### src/design/hba_bridge_defines.svh
// Widths are fixed by the HBA bus definition; UART_CLKS_PER_BIT is a simulation value
`ifndef HBA_BRIDGE_DEFINES_SVH
`define HBA_BRIDGE_DEFINES_SVH

// HBA bus widths
`define HBA_DBUS_WIDTH 8          // Data bus
`define HBA_PERIPH_ADDR_WIDTH 4   // Peripheral number, upper address bits
`define HBA_REG_ADDR_WIDTH 8      // Register address, lower address bits
`define HBA_ADDR_WIDTH (`HBA_PERIPH_ADDR_WIDTH + `HBA_REG_ADDR_WIDTH)

// Serial bit time in hba_clk cycles
// Short value keeps simulation fast
// On hardware use 521 for a 60 MHz clock at 115200 baud
`define UART_CLKS_PER_BIT 8

// Reply character after the last bus write
`define BRIDGE_ACK_CHAR 8'hAC

`endif

### src/design/hba_bridge_pkg.sv
// Types only; widths come from hba_bridge_defines.svh, enum literals carry a unit prefix
`include "hba_bridge_defines.svh"

package hba_bridge_pkg;

    // Plain vectors with a meaning
    typedef logic [`HBA_DBUS_WIDTH-1:0]        hba_data_t;
    typedef logic [`HBA_ADDR_WIDTH-1:0]        hba_addr_t;
    typedef logic [`HBA_PERIPH_ADDR_WIDTH-1:0] periph_addr_t;
    typedef logic [`HBA_REG_ADDR_WIDTH-1:0]    reg_addr_t;
    typedef logic [7:0]                        serial_byte_t;
    typedef logic [3:0]                        xfer_count_t;   // Up to 8 transfers left

    // Command byte as sent by the host, bit 7 first
    typedef struct packed {
        logic         rnw;               // 1 = read, 0 = write
        logic [2:0]   count_minus_one;   // Transfers minus one
        periph_addr_t periph;            // Target peripheral
    } cmd_fields_t;

    // One bus transfer, held stable until done
    typedef struct packed {
        logic      rnw;
        hba_addr_t addr;    // {periph, reg}
        hba_data_t wdata;   // Ignored on reads
    } hba_req_t;

    typedef enum logic [1:0] {RX_IDLE, RX_START, RX_DATA, RX_STOP} rx_state_t;

    typedef enum logic [1:0] {TX_IDLE, TX_START, TX_DATA, TX_STOP} tx_state_t;

    typedef enum logic [1:0] {M_IDLE, M_REQUEST, M_XFER} master_state_t;

    typedef enum logic [3:0] {
        ST_CMD, ST_REG_ADDR, ST_ECHO_CMD, ST_ECHO_REG, ST_SETUP,
        ST_GET_DATA, ST_BUS_WAIT, ST_SEND_DATA, ST_ACK, ST_DONE
    } engine_state_t;

endpackage

### src/design/uart_rx.sv
// 8N1 only, fixed bit time; no read strobe, so rx_byte is only valid with the rx_valid pulse
`include "hba_bridge_defines.svh"

module uart_rx
    import hba_bridge_pkg::*;
(
    input  logic         hba_clk,
    input  logic         hba_reset,
    input  logic         rxd,
    output serial_byte_t rx_byte,
    output logic         rx_valid
);
    localparam int unsigned BIT_LAST  = `UART_CLKS_PER_BIT - 1;
    localparam int unsigned HALF_LAST = BIT_LAST / 2;

    rx_state_t    state;
    logic         rxd_meta;     // First sync stage
    logic         rxd_sync;     // Safe to use
    logic [15:0]  clk_cnt;      // Cycles inside current bit
    logic [2:0]   bit_idx;
    logic         bit_tick;     // Middle of a data or stop bit
    serial_byte_t shift_q;

    assign bit_tick = (clk_cnt == 16'(BIT_LAST));

    // Line idles high, so sync flops reset high
    always_ff @(posedge hba_clk) begin
        if (hba_reset) begin
            rxd_meta <= 1'b1;
            rxd_sync <= 1'b1;
        end else begin
            rxd_meta <= rxd;
            rxd_sync <= rxd_meta;
        end
    end

    always_ff @(posedge hba_clk) begin
        if (hba_reset) begin
            state    <= RX_IDLE;
            clk_cnt  <= '0;
            bit_idx  <= '0;
            rx_valid <= 1'b0;
        end else begin
            rx_valid <= 1'b0;   // Single cycle pulse
            clk_cnt  <= clk_cnt + 16'd1;
            case (state)
                RX_IDLE: begin
                    clk_cnt <= '0;
                    if (!rxd_sync) state <= RX_START;   // Falling edge
                end
                RX_START: begin
                    // Recheck at half a bit, glitches go back to idle
                    if (clk_cnt == 16'(HALF_LAST)) begin
                        clk_cnt <= '0;
                        bit_idx <= '0;
                        state   <= rxd_sync ? RX_IDLE : RX_DATA;
                    end
                end
                RX_DATA: begin
                    if (bit_tick) begin
                        clk_cnt <= '0;
                        bit_idx <= bit_idx + 3'd1;
                        if (bit_idx == 3'd7) state <= RX_STOP;
                    end
                end
                RX_STOP: begin
                    if (bit_tick) begin
                        rx_valid <= rxd_sync;   // Framing error drops the byte
                        state    <= RX_IDLE;
                    end
                end
                default: state <= RX_IDLE;
            endcase
        end
    end

    // Data path, LSB arrives first
    always_ff @(posedge hba_clk) begin
        if (state == RX_DATA && bit_tick) shift_q <= {rxd_sync, shift_q[7:1]};
        if (state == RX_STOP && bit_tick) rx_byte <= shift_q;
    end

endmodule

### src/design/uart_tx.sv
// 8N1 only, fixed bit time; tx_start is ignored while tx_busy is high
`include "hba_bridge_defines.svh"

module uart_tx
    import hba_bridge_pkg::*;
(
    input  logic         hba_clk,
    input  logic         hba_reset,
    input  serial_byte_t tx_byte,
    input  logic         tx_start,
    output logic         txd,
    output logic         tx_busy
);
    localparam int unsigned BIT_LAST = `UART_CLKS_PER_BIT - 1;

    tx_state_t    state;
    logic [15:0]  clk_cnt;
    logic [2:0]   bit_idx;
    logic         bit_end;     // Last cycle of the current bit
    serial_byte_t shift_q;     // Remaining data bits

    assign bit_end = (clk_cnt == 16'(BIT_LAST));

    always_ff @(posedge hba_clk) begin
        if (hba_reset) begin
            state   <= TX_IDLE;
            clk_cnt <= '0;
            bit_idx <= '0;
            txd     <= 1'b1;   // Idle mark
            tx_busy <= 1'b0;
        end else begin
            clk_cnt <= bit_end ? 16'd0 : clk_cnt + 16'd1;
            case (state)
                TX_IDLE: begin
                    clk_cnt <= '0;
                    if (tx_start) begin
                        txd     <= 1'b0;   // Start bit
                        tx_busy <= 1'b1;
                        state   <= TX_START;
                    end
                end
                TX_START: begin
                    if (bit_end) begin
                        txd     <= shift_q[0];
                        bit_idx <= '0;
                        state   <= TX_DATA;
                    end
                end
                TX_DATA: begin
                    if (bit_end) begin
                        bit_idx <= bit_idx + 3'd1;
                        if (bit_idx == 3'd7) begin
                            txd   <= 1'b1;   // Stop bit
                            state <= TX_STOP;
                        end else begin
                            txd <= shift_q[0];
                        end
                    end
                end
                TX_STOP: begin
                    if (bit_end) begin
                        tx_busy <= 1'b0;   // Full 10 bit times spent
                        state   <= TX_IDLE;
                    end
                end
                default: state <= TX_IDLE;
            endcase
        end
    end

    // Byte captured on start, shifted out LSB first
    always_ff @(posedge hba_clk) begin
        if (state == TX_IDLE && tx_start) begin
            shift_q <= tx_byte;
        end else if (bit_end && (state == TX_START || state == TX_DATA)) begin
            shift_q <= {1'b0, shift_q[7:1]};
        end
    end

endmodule

### src/design/hba_master.sv
// One transfer per bus_start; bus_req must stay stable until bus_done, outputs zero when idle
`include "hba_bridge_defines.svh"

module hba_master
    import hba_bridge_pkg::*;
(
    input  logic      hba_clk,
    input  logic      hba_reset,
    // Sequencer side
    input  hba_req_t  bus_req,
    input  logic      bus_start,
    output hba_data_t bus_rdata,
    output logic      bus_done,
    // HBA master port
    input  logic      hba_mgrant,
    input  logic      hba_xferack,
    input  hba_data_t hba_dbus,
    output logic      hba_mrequest,
    output hba_addr_t hba_abus_master,
    output logic      hba_rnw_master,
    output logic      hba_select_master,
    output hba_data_t hba_dbus_master
);
    master_state_t state;

    always_ff @(posedge hba_clk) begin
        if (hba_reset) begin
            state             <= M_IDLE;
            bus_done          <= 1'b0;
            hba_mrequest      <= 1'b0;
            hba_abus_master   <= '0;
            hba_rnw_master    <= 1'b0;
            hba_select_master <= 1'b0;
            hba_dbus_master   <= '0;
        end else begin
            bus_done <= 1'b0;
            case (state)
                M_IDLE: begin
                    if (bus_start) begin
                        hba_mrequest <= 1'b1;   // Ask arbiter
                        state        <= M_REQUEST;
                    end
                end
                M_REQUEST: begin
                    if (hba_mgrant) begin
                        hba_select_master <= 1'b1;
                        hba_abus_master   <= bus_req.addr;
                        hba_rnw_master    <= bus_req.rnw;
                        // Write data only on writes
                        hba_dbus_master   <= bus_req.rnw ? '0 : bus_req.wdata;
                        state             <= M_XFER;
                    end
                end
                M_XFER: begin
                    if (hba_xferack) begin   // Slave finished
                        hba_select_master <= 1'b0;
                        hba_mrequest      <= 1'b0;
                        hba_abus_master   <= '0;
                        hba_rnw_master    <= 1'b0;
                        hba_dbus_master   <= '0;
                        bus_done          <= 1'b1;
                        state             <= M_IDLE;
                    end
                end
                default: state <= M_IDLE;
            endcase
        end
    end

    // Read data captured along with the ack
    always_ff @(posedge hba_clk) begin
        if (state == M_XFER && hba_xferack) bus_rdata <= hba_dbus;
    end

endmodule

### src/design/serial_cmd_engine.sv
// Host must not send a new command until the reply ends; unexpected serial bytes are dropped
`include "hba_bridge_defines.svh"

module serial_cmd_engine
    import hba_bridge_pkg::*;
(
    input  logic         hba_clk,
    input  logic         hba_reset,
    // Receiver
    input  serial_byte_t rx_byte,
    input  logic         rx_valid,
    // Transmitter
    output serial_byte_t tx_byte,
    output logic         tx_start,
    input  logic         tx_busy,
    // Bus master
    output hba_req_t     bus_req,
    output logic         bus_start,
    input  hba_data_t    bus_rdata,
    input  logic         bus_done
);
    engine_state_t state;
    cmd_fields_t   cmd_q;        // Command byte as received
    reg_addr_t     reg_addr_q;   // Auto-incremented register address
    xfer_count_t   count_q;      // Transfers still to do
    hba_data_t     rdata_q;      // Read byte waiting for the transmitter
    logic          send_state;   // State that owns a reply byte

    // Reply byte per state
    always_comb begin
        case (state)
            ST_ECHO_CMD:  tx_byte = serial_byte_t'(cmd_q);
            ST_ECHO_REG:  tx_byte = reg_addr_q;   // Not yet incremented here
            ST_SEND_DATA: tx_byte = rdata_q;
            default:      tx_byte = `BRIDGE_ACK_CHAR;
        endcase
    end

    assign send_state = (state == ST_ECHO_CMD) || (state == ST_ECHO_REG) ||
                        (state == ST_SEND_DATA) || (state == ST_ACK);
    // Start combinational so the busy level is up before the next send
    assign tx_start   = send_state && !tx_busy;

    always_ff @(posedge hba_clk) begin
        if (hba_reset) begin
            state     <= ST_CMD;
            count_q   <= '0;
            bus_start <= 1'b0;
        end else begin
            bus_start <= 1'b0;   // Pulse
            case (state)
                ST_CMD: begin
                    if (rx_valid) state <= ST_REG_ADDR;
                end
                ST_REG_ADDR: begin
                    if (rx_valid) begin
                        count_q <= xfer_count_t'(cmd_q.count_minus_one) + 4'd1;
                        state   <= cmd_q.rnw ? ST_ECHO_CMD : ST_SETUP;
                    end
                end
                ST_ECHO_CMD: if (!tx_busy) state <= ST_ECHO_REG;
                ST_ECHO_REG: if (!tx_busy) state <= ST_SETUP;
                ST_SETUP: begin
                    if (count_q == '0) begin
                        state <= cmd_q.rnw ? ST_DONE : ST_ACK;   // Reads end on last byte
                    end else begin
                        count_q <= count_q - 4'd1;
                        if (cmd_q.rnw) begin
                            bus_start <= 1'b1;   // Read needs nothing from the host
                            state     <= ST_BUS_WAIT;
                        end else begin
                            state <= ST_GET_DATA;
                        end
                    end
                end
                ST_GET_DATA: begin
                    if (rx_valid) begin
                        bus_start <= 1'b1;
                        state     <= ST_BUS_WAIT;
                    end
                end
                ST_BUS_WAIT: begin
                    if (bus_done) state <= cmd_q.rnw ? ST_SEND_DATA : ST_SETUP;
                end
                ST_SEND_DATA: if (!tx_busy) state <= ST_SETUP;
                ST_ACK:       if (!tx_busy) state <= ST_DONE;
                ST_DONE:      if (!tx_busy) state <= ST_CMD;   // Let last byte drain
                default:      state <= ST_CMD;
            endcase
        end
    end

    // Payload registers, qualified by state
    always_ff @(posedge hba_clk) begin
        if (state == ST_CMD && rx_valid) cmd_q <= cmd_fields_t'(rx_byte);
        if (state == ST_REG_ADDR && rx_valid) reg_addr_q <= rx_byte;
        if (state == ST_SETUP && count_q != '0) begin
            bus_req.rnw   <= cmd_q.rnw;
            bus_req.addr  <= {cmd_q.periph, reg_addr_q};   // Peripheral on top
            bus_req.wdata <= '0;
            reg_addr_q    <= reg_addr_q + 8'd1;            // Wraps inside peripheral
        end
        if (state == ST_GET_DATA && rx_valid) bus_req.wdata <= rx_byte;
        if (state == ST_BUS_WAIT && bus_done) rdata_q <= bus_rdata;
    end

endmodule

### src/design/serial_hba_bridge.sv
// Fixed baud from UART_CLKS_PER_BIT; HBA master port only, no slave registers or interrupts
module serial_hba_bridge
    import hba_bridge_pkg::*;
(
    input  logic      hba_clk,
    input  logic      hba_reset,
    // Serial link
    input  logic      io_rxd,
    output logic      io_txd,
    // HBA master port
    input  logic      hba_mgrant,
    input  logic      hba_xferack,
    input  hba_data_t hba_dbus,
    output logic      hba_mrequest,
    output hba_addr_t hba_abus_master,
    output logic      hba_rnw_master,
    output logic      hba_select_master,
    output hba_data_t hba_dbus_master
);
    serial_byte_t rx_byte;    // Valid with rx_valid only
    logic         rx_valid;
    serial_byte_t tx_byte;
    logic         tx_start;
    logic         tx_busy;
    hba_req_t     bus_req;
    logic         bus_start;
    hba_data_t    bus_rdata;
    logic         bus_done;

    uart_rx u_uart_rx (
        .hba_clk   (hba_clk),
        .hba_reset (hba_reset),
        .rxd       (io_rxd),
        .rx_byte   (rx_byte),
        .rx_valid  (rx_valid)
    );

    uart_tx u_uart_tx (
        .hba_clk   (hba_clk),
        .hba_reset (hba_reset),
        .tx_byte   (tx_byte),
        .tx_start  (tx_start),
        .txd       (io_txd),
        .tx_busy   (tx_busy)
    );

    serial_cmd_engine u_engine (
        .hba_clk   (hba_clk),
        .hba_reset (hba_reset),
        .rx_byte   (rx_byte),
        .rx_valid  (rx_valid),
        .tx_byte   (tx_byte),
        .tx_start  (tx_start),
        .tx_busy   (tx_busy),
        .bus_req   (bus_req),
        .bus_start (bus_start),
        .bus_rdata (bus_rdata),
        .bus_done  (bus_done)
    );

    hba_master u_master (
        .hba_clk           (hba_clk),
        .hba_reset         (hba_reset),
        .bus_req           (bus_req),
        .bus_start         (bus_start),
        .bus_rdata         (bus_rdata),
        .bus_done          (bus_done),
        .hba_mgrant        (hba_mgrant),
        .hba_xferack       (hba_xferack),
        .hba_dbus          (hba_dbus),
        .hba_mrequest      (hba_mrequest),
        .hba_abus_master   (hba_abus_master),
        .hba_rnw_master    (hba_rnw_master),
        .hba_select_master (hba_select_master),
        .hba_dbus_master   (hba_dbus_master)
    );

endmodule

### config.mk
export PLATFORM = sky130hd
export DESIGN_NAME = serial_hba_bridge
export DESIGN_NICKNAME = d
export VERILOG_FILES = /design/src/design/hba_bridge_pkg.sv /design/src/design/uart_rx.sv /design/src/design/uart_tx.sv /design/src/design/hba_master.sv /design/src/design/serial_cmd_engine.sv /design/src/design/serial_hba_bridge.sv
export VERILOG_INCLUDE_DIRS = /design/src /design/src/design
export SDC_FILE = /design/constraint.sdc
export NUM_CORES = 1
export LEC_CHECK = 0
export BUFFER_PORTS_ARGS = -buffer_cell sky130_fd_sc_hd__buf_4
export CORE_UTILIZATION = 43
export DETAILED_ROUTE_END_ITERATION = 6
export SLEW_MARGIN = 20
export SYNTH_ARGS = -nofsm -noshare
export SYNTH_HDL_FRONTEND = slang
export SYNTH_HIERARCHICAL = 1
export SYNTH_SLANG_ARGS = --single-unit
### constraint.sdc
create_clock -name hba_clk -period 4.1 [get_ports hba_clk]
set_input_delay 0 -clock hba_clk [delete_from_list [all_inputs] [get_ports hba_clk]]
set_output_delay 0 -clock hba_clk [all_outputs]
set_load 0.02 [all_outputs]
# Yosys cells after proc, flatten, opt, wreduce, memory -nomap -nowiden
# Cells that the tools add are included.
# totals
out_inout_bits,24
ff_bits,159
# op_classes
addsub,7
bitwise_logic,3
n_mux,77
reduce_logical,47
n_eq_ne,44
# ops
op,n
8-bit 2-to-1 mux,9
16-bit one-hot mux with 3 select lines,1
4-bit 2-to-1 mux,11
4-bit one-hot mux with 9 select lines,1
"16-bit by 1-bit adder with 16-bit output, second input constant",2
"16-bit by 3-bit == test with 1-bit output, second input constant",2
16-bit 2-to-1 mux,2
2-bit 2-to-1 mux,16
12-bit 2-to-1 mux,2
"2-bit inequality test, second input constant",12
12-bit one-hot mux with 2 select lines,1
8-bit one-hot mux with 3 select lines,1
3-bit AND reduction,7
"2-bit by 1-bit inequality test with 1-bit output, second input constant",10
2-bit nonzero test,9
"16-bit by 2-bit == test with 1-bit output, second input constant",1
"4-bit by 3-bit == test with 1-bit output, second input constant",4
2-bit one-hot mux with 4 select lines,2
8-bit one-hot mux with 2 select lines,1
1-bit 2-to-1 mux,15
3-bit 2-to-1 mux,5
3-bit one-hot mux with 2 select lines,2
1-bit logical AND,11
"2-bit == test, second input constant",5
25 further kinds,46

# Longest topological paths before layout
# Gate-level depths: netlist (run 1).
# depth
depth_word,7
depth_mapped,9
mapped_depth_nobuf,9

# Cells and area by module
# The synthesis (run 1) kept the hierarchy.
# by_module_without_submodules
mod,n_inst,area_per_inst_um2,cells_each
serial_cmd_engine,1,2577.5,216
uart_rx,1,1682.9,140
uart_tx,1,1534.0,159
hba_master,1,1179.9,98

# Worst setup path before layout (run 1)
# OpenSTA, ideal clock, no wires.
# synth_timing
kind,register -> register
startpoint,register u_engine.state[1]
endpoint,register u_uart_tx.state[1]
arrival_time_ns,1.933
path_slack_ns,2.072
path_stages_with_launch,10
path_cell_list,dfxtp_1 buf_2 inv_2 nor2_1 a22oi_1 nor2_1 nor2b_1 or4_1 o32a_1 o311ai_1
# synth_via
elab_chain_len,7
elab_cells_between_ends,10
cone_classes,eq/ne (5); reduce/logical (5)
# synth_rtl
item,line,source
"start, declared",serial_cmd_engine.sv:22,engine_state_t state;
"start signal, assigned",serial_cmd_engine.sv:58,state <= cmd_q.rnw ? ST_ECHO_CMD : ST_SETUP;
"start signal, assigned",serial_cmd_engine.sv:65,state <= cmd_q.rnw ? ST_DONE : ST_ACK;
"start signal, assigned",serial_cmd_engine.sv:83,if (bus_done) state <= cmd_q.rnw ? ST_SEND_DATA : ST_SETUP;
4-bit by 2-bit == test with 1-bit output,serial_cmd_engine.sv:39,assign send_state = (state == ST_ECHO_CMD) || (state == ST_ECHO_REG) ||
1-bit logical OR (2 in series),serial_cmd_engine.sv:39,
1-bit logical OR *,serial_cmd_engine.sv:40,(state == ST_SEND_DATA) || (state == ST_ACK);
1-bit logical AND *,serial_cmd_engine.sv:42,assign tx_start = send_state && !tx_busy;
via tx_start,serial_hba_bridge.sv:23,logic tx_start;
2-bit by 1-bit inequality test with 1-bit output (no source line) *,n/a,
5-bit AND reduction (no source line) *,n/a,
"end signal, assigned",uart_tx.sv:54,state <= TX_STOP;
"end signal, assigned",uart_tx.sv:63,state <= TX_IDLE;
"end signal, assigned",uart_tx.sv:66,default: state <= TX_IDLE;
"end, declared",uart_tx.sv:16,tx_state_t state;
# Mark *: on every way through the listed nets, which the timed path passes. The rest lies on a longest branch.
# A chain may end at the register's enable or synchronous reset.

# Final worst setup path (run 1)
# layout_timing
startpoint,register u_engine.state[0]
endpoint,"register u_uart_tx.shift_q[5], enable pin"
# layout_via
elab_chain_len,7
elab_cells_between_ends,10
cone_classes,eq/ne (4); reduce/logical (6)
# layout_rtl
item,line,source
4-bit by 2-bit == test with 1-bit output,serial_cmd_engine.sv:39,
1-bit logical OR (2 in series),serial_cmd_engine.sv:39,
1-bit logical OR *,serial_cmd_engine.sv:40,
1-bit logical AND *,serial_cmd_engine.sv:42,
via tx_start,serial_hba_bridge.sv:23,
1-bit logical AND *,uart_tx.sv:73,if (state == TX_IDLE && tx_start) begin
2-bit nonzero test (no source line) *,n/a,
"end signal, assigned",uart_tx.sv:74,shift_q <= tx_byte;
"end signal, assigned",uart_tx.sv:76,"shift_q <= {1'b0, shift_q[7:1]};"
"end, declared",uart_tx.sv:20,serial_byte_t shift_q;
# Marked as above.

==> out/qor.txt, run 1 <==
Status - finished, final reports clean
Gate power share - 0.025
Total Wirelength - 12.96 mm
Floorplan Core Area - 0.01589 sq mm
Slowest stage cell, crit path - sky130_fd_sc_hd__dfxtp_1
Routed via count - 4569
Start point of the critical path - u_engine/state[0]$_SDFFE_PP0P_
Depth of the CTS H-tree - 4
Final hold violations - 0
Via count of the first global-routing pass - 4441
Part of the total power dissipated in sequential elements - 0.503
Final TNS setup - 0 ns
Reg-to-reg critical path startpoint - u_engine/state[0]$_SDFFE_PP0P_
Arrival time reported for the critical path endpoint - 2.69 ns
Detailed placement HPWL - 8.990 mm
Cts-stage hold buffer count - 11
Buffers on Ports - 36
Number of max-slew violations in the final report - 0
Worst hold slack across all endpoints - 0.04785 ns
Die Outline Area - 0.01673 sq mm
Total gr overflow - 0
Number of clock sinks - 159
Worst VDD drop - 0.0002916 V
GR Util met2 - 0.2742
Number of buffers between clock root and the deepest sink - 2
Post-layout nets - 682
CTS tree - yes
Root buffer cell - sky130_fd_sc_hd__clkbuf_16
Time the worst path needs with I/O delays and setup - 2.596 ns
Global-route track usage on met3 - 0.04294
Cell chain of the critical path - nand2b_1, a22oi_1, nor2_1, nand2_1, nand2_1
Worst path most repeated cell - sky130_fd_sc_hd__nand2_1
Buffers inserted by post-CTS timing repair - 0
Switch share - 0.2103
Clock power frac - 0.473
Setup Crit Path Kind - reg2reg
DRC violations left - 0
Via count normalized by instance count - 5.180
Die Ht - 129.4 um
Number of instances in the synthesized netlist - 613
Pin count of the biggest net entering global routing - 45
Cell area after technology mapping - 0.006974 sq mm
RSZ-0062 raised after global routing - false
EDFF count, synth - 77
Routed wire length per instance - 14.69 um
Yosys top cell area share - 0.3315
Flops & latches, synth - 159
Final critical-path share of the clock period - 0.6333
Worst clock skew - 0.006462 ns
Layer with the highest usage after global routing - met2
Post-cts sizing count - 0
Yosys synthesis warning count - 6
Post-synth net total - 642
Sw Pwr - 0.0006971 W
Starting utilization of the core area - 0.4390
Setup violations, final - 0
Launch point of the worst hold path - hba_reset
Cells taking the most area after synthesis - sky130_fd_sc_hd__edfxtp_1 33%, sky130_fd_sc_hd__dfxtp_1 24%, sky130_fd_sc_hd__xnor2_1 2.9%
Worst max-slew margin expressed relative to the limit - 0.2957
CP Data Required Time - 4.19 ns
CP Launch Type - flop
Number of primary I/O pins - 37
Peak clock frequency supported by timing - 0.3851 GHz
PD cells - 410.8 mW/mm^2
Combined global-route utilization of all metal layers - 0.1660
Maximum fanout along the worst path - 27
Rows - 46
Worst-margin pin slew - 1.055 ns
Internal cell power - 0.002617 W
First-pass GRT wire length - 21.47 mm
Distinct cells, synth - 76
Async set-or-reset flop fraction in the synthesized netlist - 0
Most instantiated flip-flop cell in the synthesis netlist - sky130_fd_sc_hd__dfxtp_1
Filler Cells Inserted - 1413
Met1 Use GR - 0.2063
Routability-driven placement congestion ratio - 0.8776
Worst-Skew Late Latency - 0.42 ns
Starting DRC count in detailed routing - 251
Class of the most critical hold timing path - in2reg
Average cell area after synthesis - 11.38 sq um
P_leak - 2.772 nW
Kind of end point of the critical path - flop
Number of buffers inserted during clock tree synthesis - 17
Peak per-stage delay on the critical path - 1.02 ns
Number of nets with antenna violations after routing - 0
Initial antenna violation count - 0
Pre-antenna DRT Iters - 4
Biggest area consumer among synthesized cells - sky130_fd_sc_hd__edfxtp_1
Number of antenna diodes - 0
Clk pin slew, worst setup/hold paths - 0.06 ns
Post-synthesis sequential area ratio - 0.5669
Max-cap viol count - 0
Area growth, synth to finish - 15.68%
Die outline width - 129.4 um
Fraction of layout instances using a drive strength above 1 - 0.1622
## state kept, by name, summed over array words and instances (netlist names), 8 cells and up, named ones only
register	cells
u_engine/bus_req	21
u_engine/cmd_q	8
u_engine/rdata_q	8
u_uart_rx/clk_cnt	16
u_master/hba_abus_master	12
u_master/bus_rdata	8
u_uart_tx/clk_cnt	16
u_uart_rx/rx_byte	8
u_engine/reg_addr_q	8
u_uart_rx/shift_q	8
u_uart_tx/shift_q	8
u_master/hba_dbus_master	8
## final cells by class
cell class	instances	area [sq um]	share of cell area
Clock buffer	20	479.2	0.05940
Clock inverter	12	120.1	0.01489
Inverter	20	75.07	0.009305
Multi-Input combinational cell	408	2789	0.3457
Sequential cell	159	3954	0.4901
Tap cell	216	270.3	0.03350
Timing Repair Buffer	47	380.4	0.04715
## per-layer routing
layer / vias up / wire [um]
met3: 10 / 412
li1: 2322 / -
met1: 2166 / 5899
met5: - / 0
met4: 0 / 178
met2: 71 / 6463
## power by group through the flow
stage                     clock [W]  combinational, W  sequential (W)
final                       0.00157         0.0000818         0.00167
after global placement            0         0.0000709         0.00170
after CTS                   0.00161         0.0000822         0.00167
after global routing        0.00168         0.0000912         0.00167
after floorplan                   0         0.0000525         0.00170
after detailed placement          0         0.0000734         0.00170
## Yosys cell counts (all sizes together) (2+ instances only)
library cell and count:
dfxtp 82, edfxtp 77, nor2 60, nand2 46, o21ai 31, xnor2 23
nand4 21, inv 20, buf 19, nand3 18, ha 16, a22o 15
nor4 15, a21oi 14, mux2 12, nor3 12, xor2 12, and2 11
nor2b 11, nand2b 10, a31oi 7, clkbuf 7, o22ai 7, mux2i 6
and3 5, and4 5, nand3b 5, or2 4, nor4b 3, o211a 3
o211ai 3, a211oi 2, a221oi 2, a22oi 2, and4b 2, nand4bb 2
nor3b 2, o31a 2, or4 2
## kinds of logic after synthesis
family          count (synthesis)  share of synthesized area
simple gates                  242                     0.2015
flops                         159                     0.5669
compound gates                 97                    0.09706
buf+inv                        46                    0.03391
xor+xnor                       35                    0.04395
mux                            18                    0.02799
fa+ha+maj                      16                    0.02870
## critical path: cells and delay by family, from the launching register on
kind               cells  cell delay, ns
and+or+nand+nor        4            1.12
DFF                    1            1.02
AOI/OAI and AO/OA      1            0.12
## cell usage in the layout (no fill, tap or decap), drive strengths merged, types with 4 or more instances in the layout
cell type / synthesis / layout
dlygate4sd3: 0 / 11
nor2: 60 / 60
nor2b: 11 / 11
nor3: 12 / 12
inv: 20 / 26
clkinv: 0 / 5
nand2b: 10 / 10
xnor2: 23 / 23
mux2i: 6 / 6
a22o: 15 / 15
or2: 4 / 4
nand3: 18 / 18
o21ai: 31 / 31
and2: 11 / 11
edfxtp: 77 / 77
nor4: 15 / 15
xor2: 12 / 12
nand2: 46 / 46
nand3b: 5 / 5
a31oi: 7 / 7
clkbuf: 7 / 20
and3: 5 / 5
and4: 5 / 5
nand4: 21 / 21
dfxtp: 82 / 82
a21oi: 14 / 14
ha: 16 / 16
o22ai: 7 / 7
mux2: 12 / 12
buf: 19 / 36
## stage by stage
step / util / power [W] / instances / setup slack [ns] / area [sq um]
after floorplan: - / 0.001753 / 613 / 2.072 / 6974
after global placement: 0.4629 / 0.001771 / 839 / 1.623 / 7353
after detailed placement: 0.4632 / 0.001774 / 839 / 1.523 / 7358
after CTS: 0.5079 / 0.003359 / 882 / 1.505 / 8068
after global routing: 0.5079 / 0.003442 / 882 / 1.285 / 8068
final: 0.5079 / 0.003314 / 882 / 1.504 / 8068
## path summary, 6_finish.rpt
check / slack, ns / to / cells after the start
setup reg to reg: 1.50 / u_uart_tx/shift_q[5]$_DFFE_PP_ / 5
setup / recovery: 1.50 / u_uart_tx/shift_q[5]$_DFFE_PP_ / 5
hold / removal: 0.05 / u_master/state[1]$_SDFFE_PP0P_ / 2
hold reg to reg: 0.42 / u_engine/rdata_q[4]$_DFFE_PP_ / 0
(Power assumes the default switching activity.)
==> run 2: changes to the inputs <==
==> constraint.sdc (replaced) <==
create_clock -name hba_clk -period 2.3 [get_ports hba_clk]
set_input_delay 0 -clock hba_clk [delete_from_list [all_inputs] [get_ports hba_clk]]
set_output_delay 0 -clock hba_clk [all_outputs]
set_load 0.02 [all_outputs]
==> run 2 against run 1 <==
  * Maximum frequency up 27%
  * Utilization up 0.77 points
  * Routed wire length about the same
  * Sequential cell count unchanged
  * Clock power up 85%
  * Register-to-register slack worse by 1.2 ns
  * Setup slack worse by 1.2 ns
  * Highest routed layer unchanged
  * Combinational power up 83%
  * Die area unchanged
  * Final cell count up 1.6%
  * Global-route usage about the same
==> out/qor.txt, run 2 (synthesis results as in run 1) <==
Rows - 46
Maximum fanout along the worst path - 4
Initial antenna violation count - 0
Final standard cell area without fillers - 0.008190 sq mm
Slowest stage cell, crit path - sky130_fd_sc_hd__nor3b_2
Routed wire length per instance - 14.45 um
Flip-flop count of the largest register, all copies and words added - 21
Via count of the first global-routing pass - 4468
CTS tree - yes
P_leak - 2.842 nW
Area growth, synth to finish - 17.44%
Pin count of the biggest net entering global routing - 45
Register bank with the most flops - u_engine/bus_req
Number of clock sinks - 159
Number of buffers inserted during clock tree synthesis - 17
Pre-antenna DRT Iters - 5
Pre-CTS setup slack - 0.2621 ns
Fraction of layout instances using a drive strength above 1 - 0.1794
Min setup slack post-route - 0.2626 ns
WHS Path Cells - 2
Final hold violations - 0
Final critical-path share of the clock period - 0.8858
Root buffer cell - sky130_fd_sc_hd__clkbuf_16
Max-cap viol count - 0
DRC violations left - 0
Filler Cells Inserted - 1433
Number of buffers between clock root and the deepest sink - 2
Depth of the CTS H-tree - 4
Die Ht - 129.4 um
Setup Crit Path Kind - reg2reg
Area post-placement - 0.007458 sq mm
Total Wirelength - 12.95 mm
Kind of end point of the critical path - flop
Final TNS setup - 0 ns
Commonest cells after routing, fill and taps aside - 82 x sky130_fd_sc_hd__dfxtp_1, 77 x sky130_fd_sc_hd__edfxtp_1, 50 x sky130_fd_sc_hd__buf_4, 50 x sky130_fd_sc_hd__nor2_1, 45 x sky130_fd_sc_hd__nand2_1
Buffers on Ports - 36
First-pass GRT wire length - 21.64 mm
Peak per-stage delay on the critical path - 0.36 ns
Worst-Skew Late Latency - 0.42 ns
Number of primary I/O pins - 37
Sum of buffers and inverters on the critical path - 2
Worst-margin pin slew - 0.5038 ns
Number of stages on the worst setup path - 9
Peak clock frequency supported by timing - 0.4908 GHz
Routed via count - 4649
Starting utilization of the core area - 0.4390
Detailed placement HPWL - 9.062 mm
Status - finished, final reports clean
Largest registers - u_engine/bus_req (21), u_uart_rx/clk_cnt (16), u_uart_tx/clk_cnt (16)
Starting DRC count in detailed routing - 274
Clk pin slew, worst setup/hold paths - 0.07 ns
Depth of the worst register-to-register path - 9
Leading cell type in the layout, fill and taps excluded - sky130_fd_sc_hd__dfxtp_1
Worst max-slew margin expressed relative to the limit - 0.6637
Worst VDD drop - 0.0005346 V
Time the worst path needs with I/O delays and setup - 2.037 ns
Via count normalized by instance count - 5.189
Floorplan Core Area - 0.01589 sq mm
Combined global-route utilization of all metal layers - 0.1659
Sum of internal, switching and leakage power - 0.006018 W
Number of max-slew violations in the final report - 0
Arrival time reported for the critical path endpoint - 2.34 ns
CP Launch Type - flop
CP Data Required Time - 2.60 ns
Die Outline Area - 0.01673 sq mm
Setup violations, final - 0
Routability-driven placement congestion ratio - 0.8876
Worst clock skew - 0.009158 ns
Number of antenna diodes - 0
Die outline width - 129.4 um
Cell chain of the critical path - inv_1, ha_1, nor3b_2, inv_2, ha_1, nand2_1, a21oi_1, and4_1, a311o_1
Post-layout nets - 696
Critical path's top delay family - simple AND/OR/NAND/NOR gates
PD cells - 734.7 mW/mm^2
RSZ-0062 raised after global routing - false
Class of the most critical hold timing path - in2reg
Worst path most repeated cell - sky130_fd_sc_hd__ha_1
Total gr overflow - 0
Number of nets with antenna violations after routing - 0
run 2: routing by layer:
layer  vias up  GRT usage  wire length (um)
li1       2358          -                 -
met1      2201     0.2093              6042
met2        75     0.2742              6337
met3        15    0.03551               371
met4         0    0.07266               196
met5         -          0                 0
run 2: what timing repair did:
item	in CTS	in global routing
buffers inserted	0	0
gates resized for setup	0	0
hold buffers	11	0
hold endpoints to repair	14	0
run 2: layout make-up:
type                       count  area, sq um  share of cell area
clock buffer                  18        450.4             0.05500
clock inverter                14        171.4             0.02093
inverter                      20        75.07            0.009166
multi-input combinational    408         2784              0.3399
sequential                   159         3954              0.4827
tap                          216        270.3             0.03300
timing repair buffer          61        485.5             0.05927
run 2: metrics by stage:
| step | instances | hold slack, ns | util |
|---|---|---|---|
| floorplan | 613 | 0.06907 | - |
| global placement | 853 | 0.1780 | 0.4695 |
| detailed placement | 853 | 0.1795 | 0.4695 |
| CTS | 896 | 0.03271 | 0.5156 |
| global route | 896 | 0.04020 | 0.5156 |
| finish | 896 | 0.02768 | 0.5156 |
run 2: final timing paths:
| path | start | endpoint | slack, ns |
|---|---|---|---|
| setup / recovery | u_engine/count_q[0]$_SDFFE_PP0P_ | u_engine/state[1]$_SDFFE_PP0P_ | 0.26 |
| hold / removal | hba_reset | u_master/hba_select_master$_SDFFE_PP0P_ | 0.03 |
| setup reg to reg | u_engine/count_q[0]$_SDFFE_PP0P_ | u_engine/state[1]$_SDFFE_PP0P_ | 0.26 |
| hold reg to reg | u_uart_rx/rxd_meta$_SDFF_PP1_ | u_uart_rx/rxd_sync$_SDFF_PP1_ | 0.41 |
run 2: power breakdown:
group	leakage, nW	internal, W	switching, W
sequential	1.34	0.00295	0.0000131
clock	0.300	0.00170	0.00120
combinational	1.20	0.0000677	0.0000824
total	2.84	0.00473	0.00129
run 2: worst reg2reg max path, cell delays in order, from the launching register on:
cell                      delay, ns
sky130_fd_sc_hd__dfxtp_1       0.34
sky130_fd_sc_hd__inv_1         0.06
sky130_fd_sc_hd__ha_1          0.19
sky130_fd_sc_hd__nor3b_2       0.37
sky130_fd_sc_hd__inv_2         0.10
sky130_fd_sc_hd__ha_1          0.22
sky130_fd_sc_hd__nand2_1       0.07
sky130_fd_sc_hd__a21oi_1       0.07
sky130_fd_sc_hd__and4_1        0.21
sky130_fd_sc_hd__a311o_1       0.31
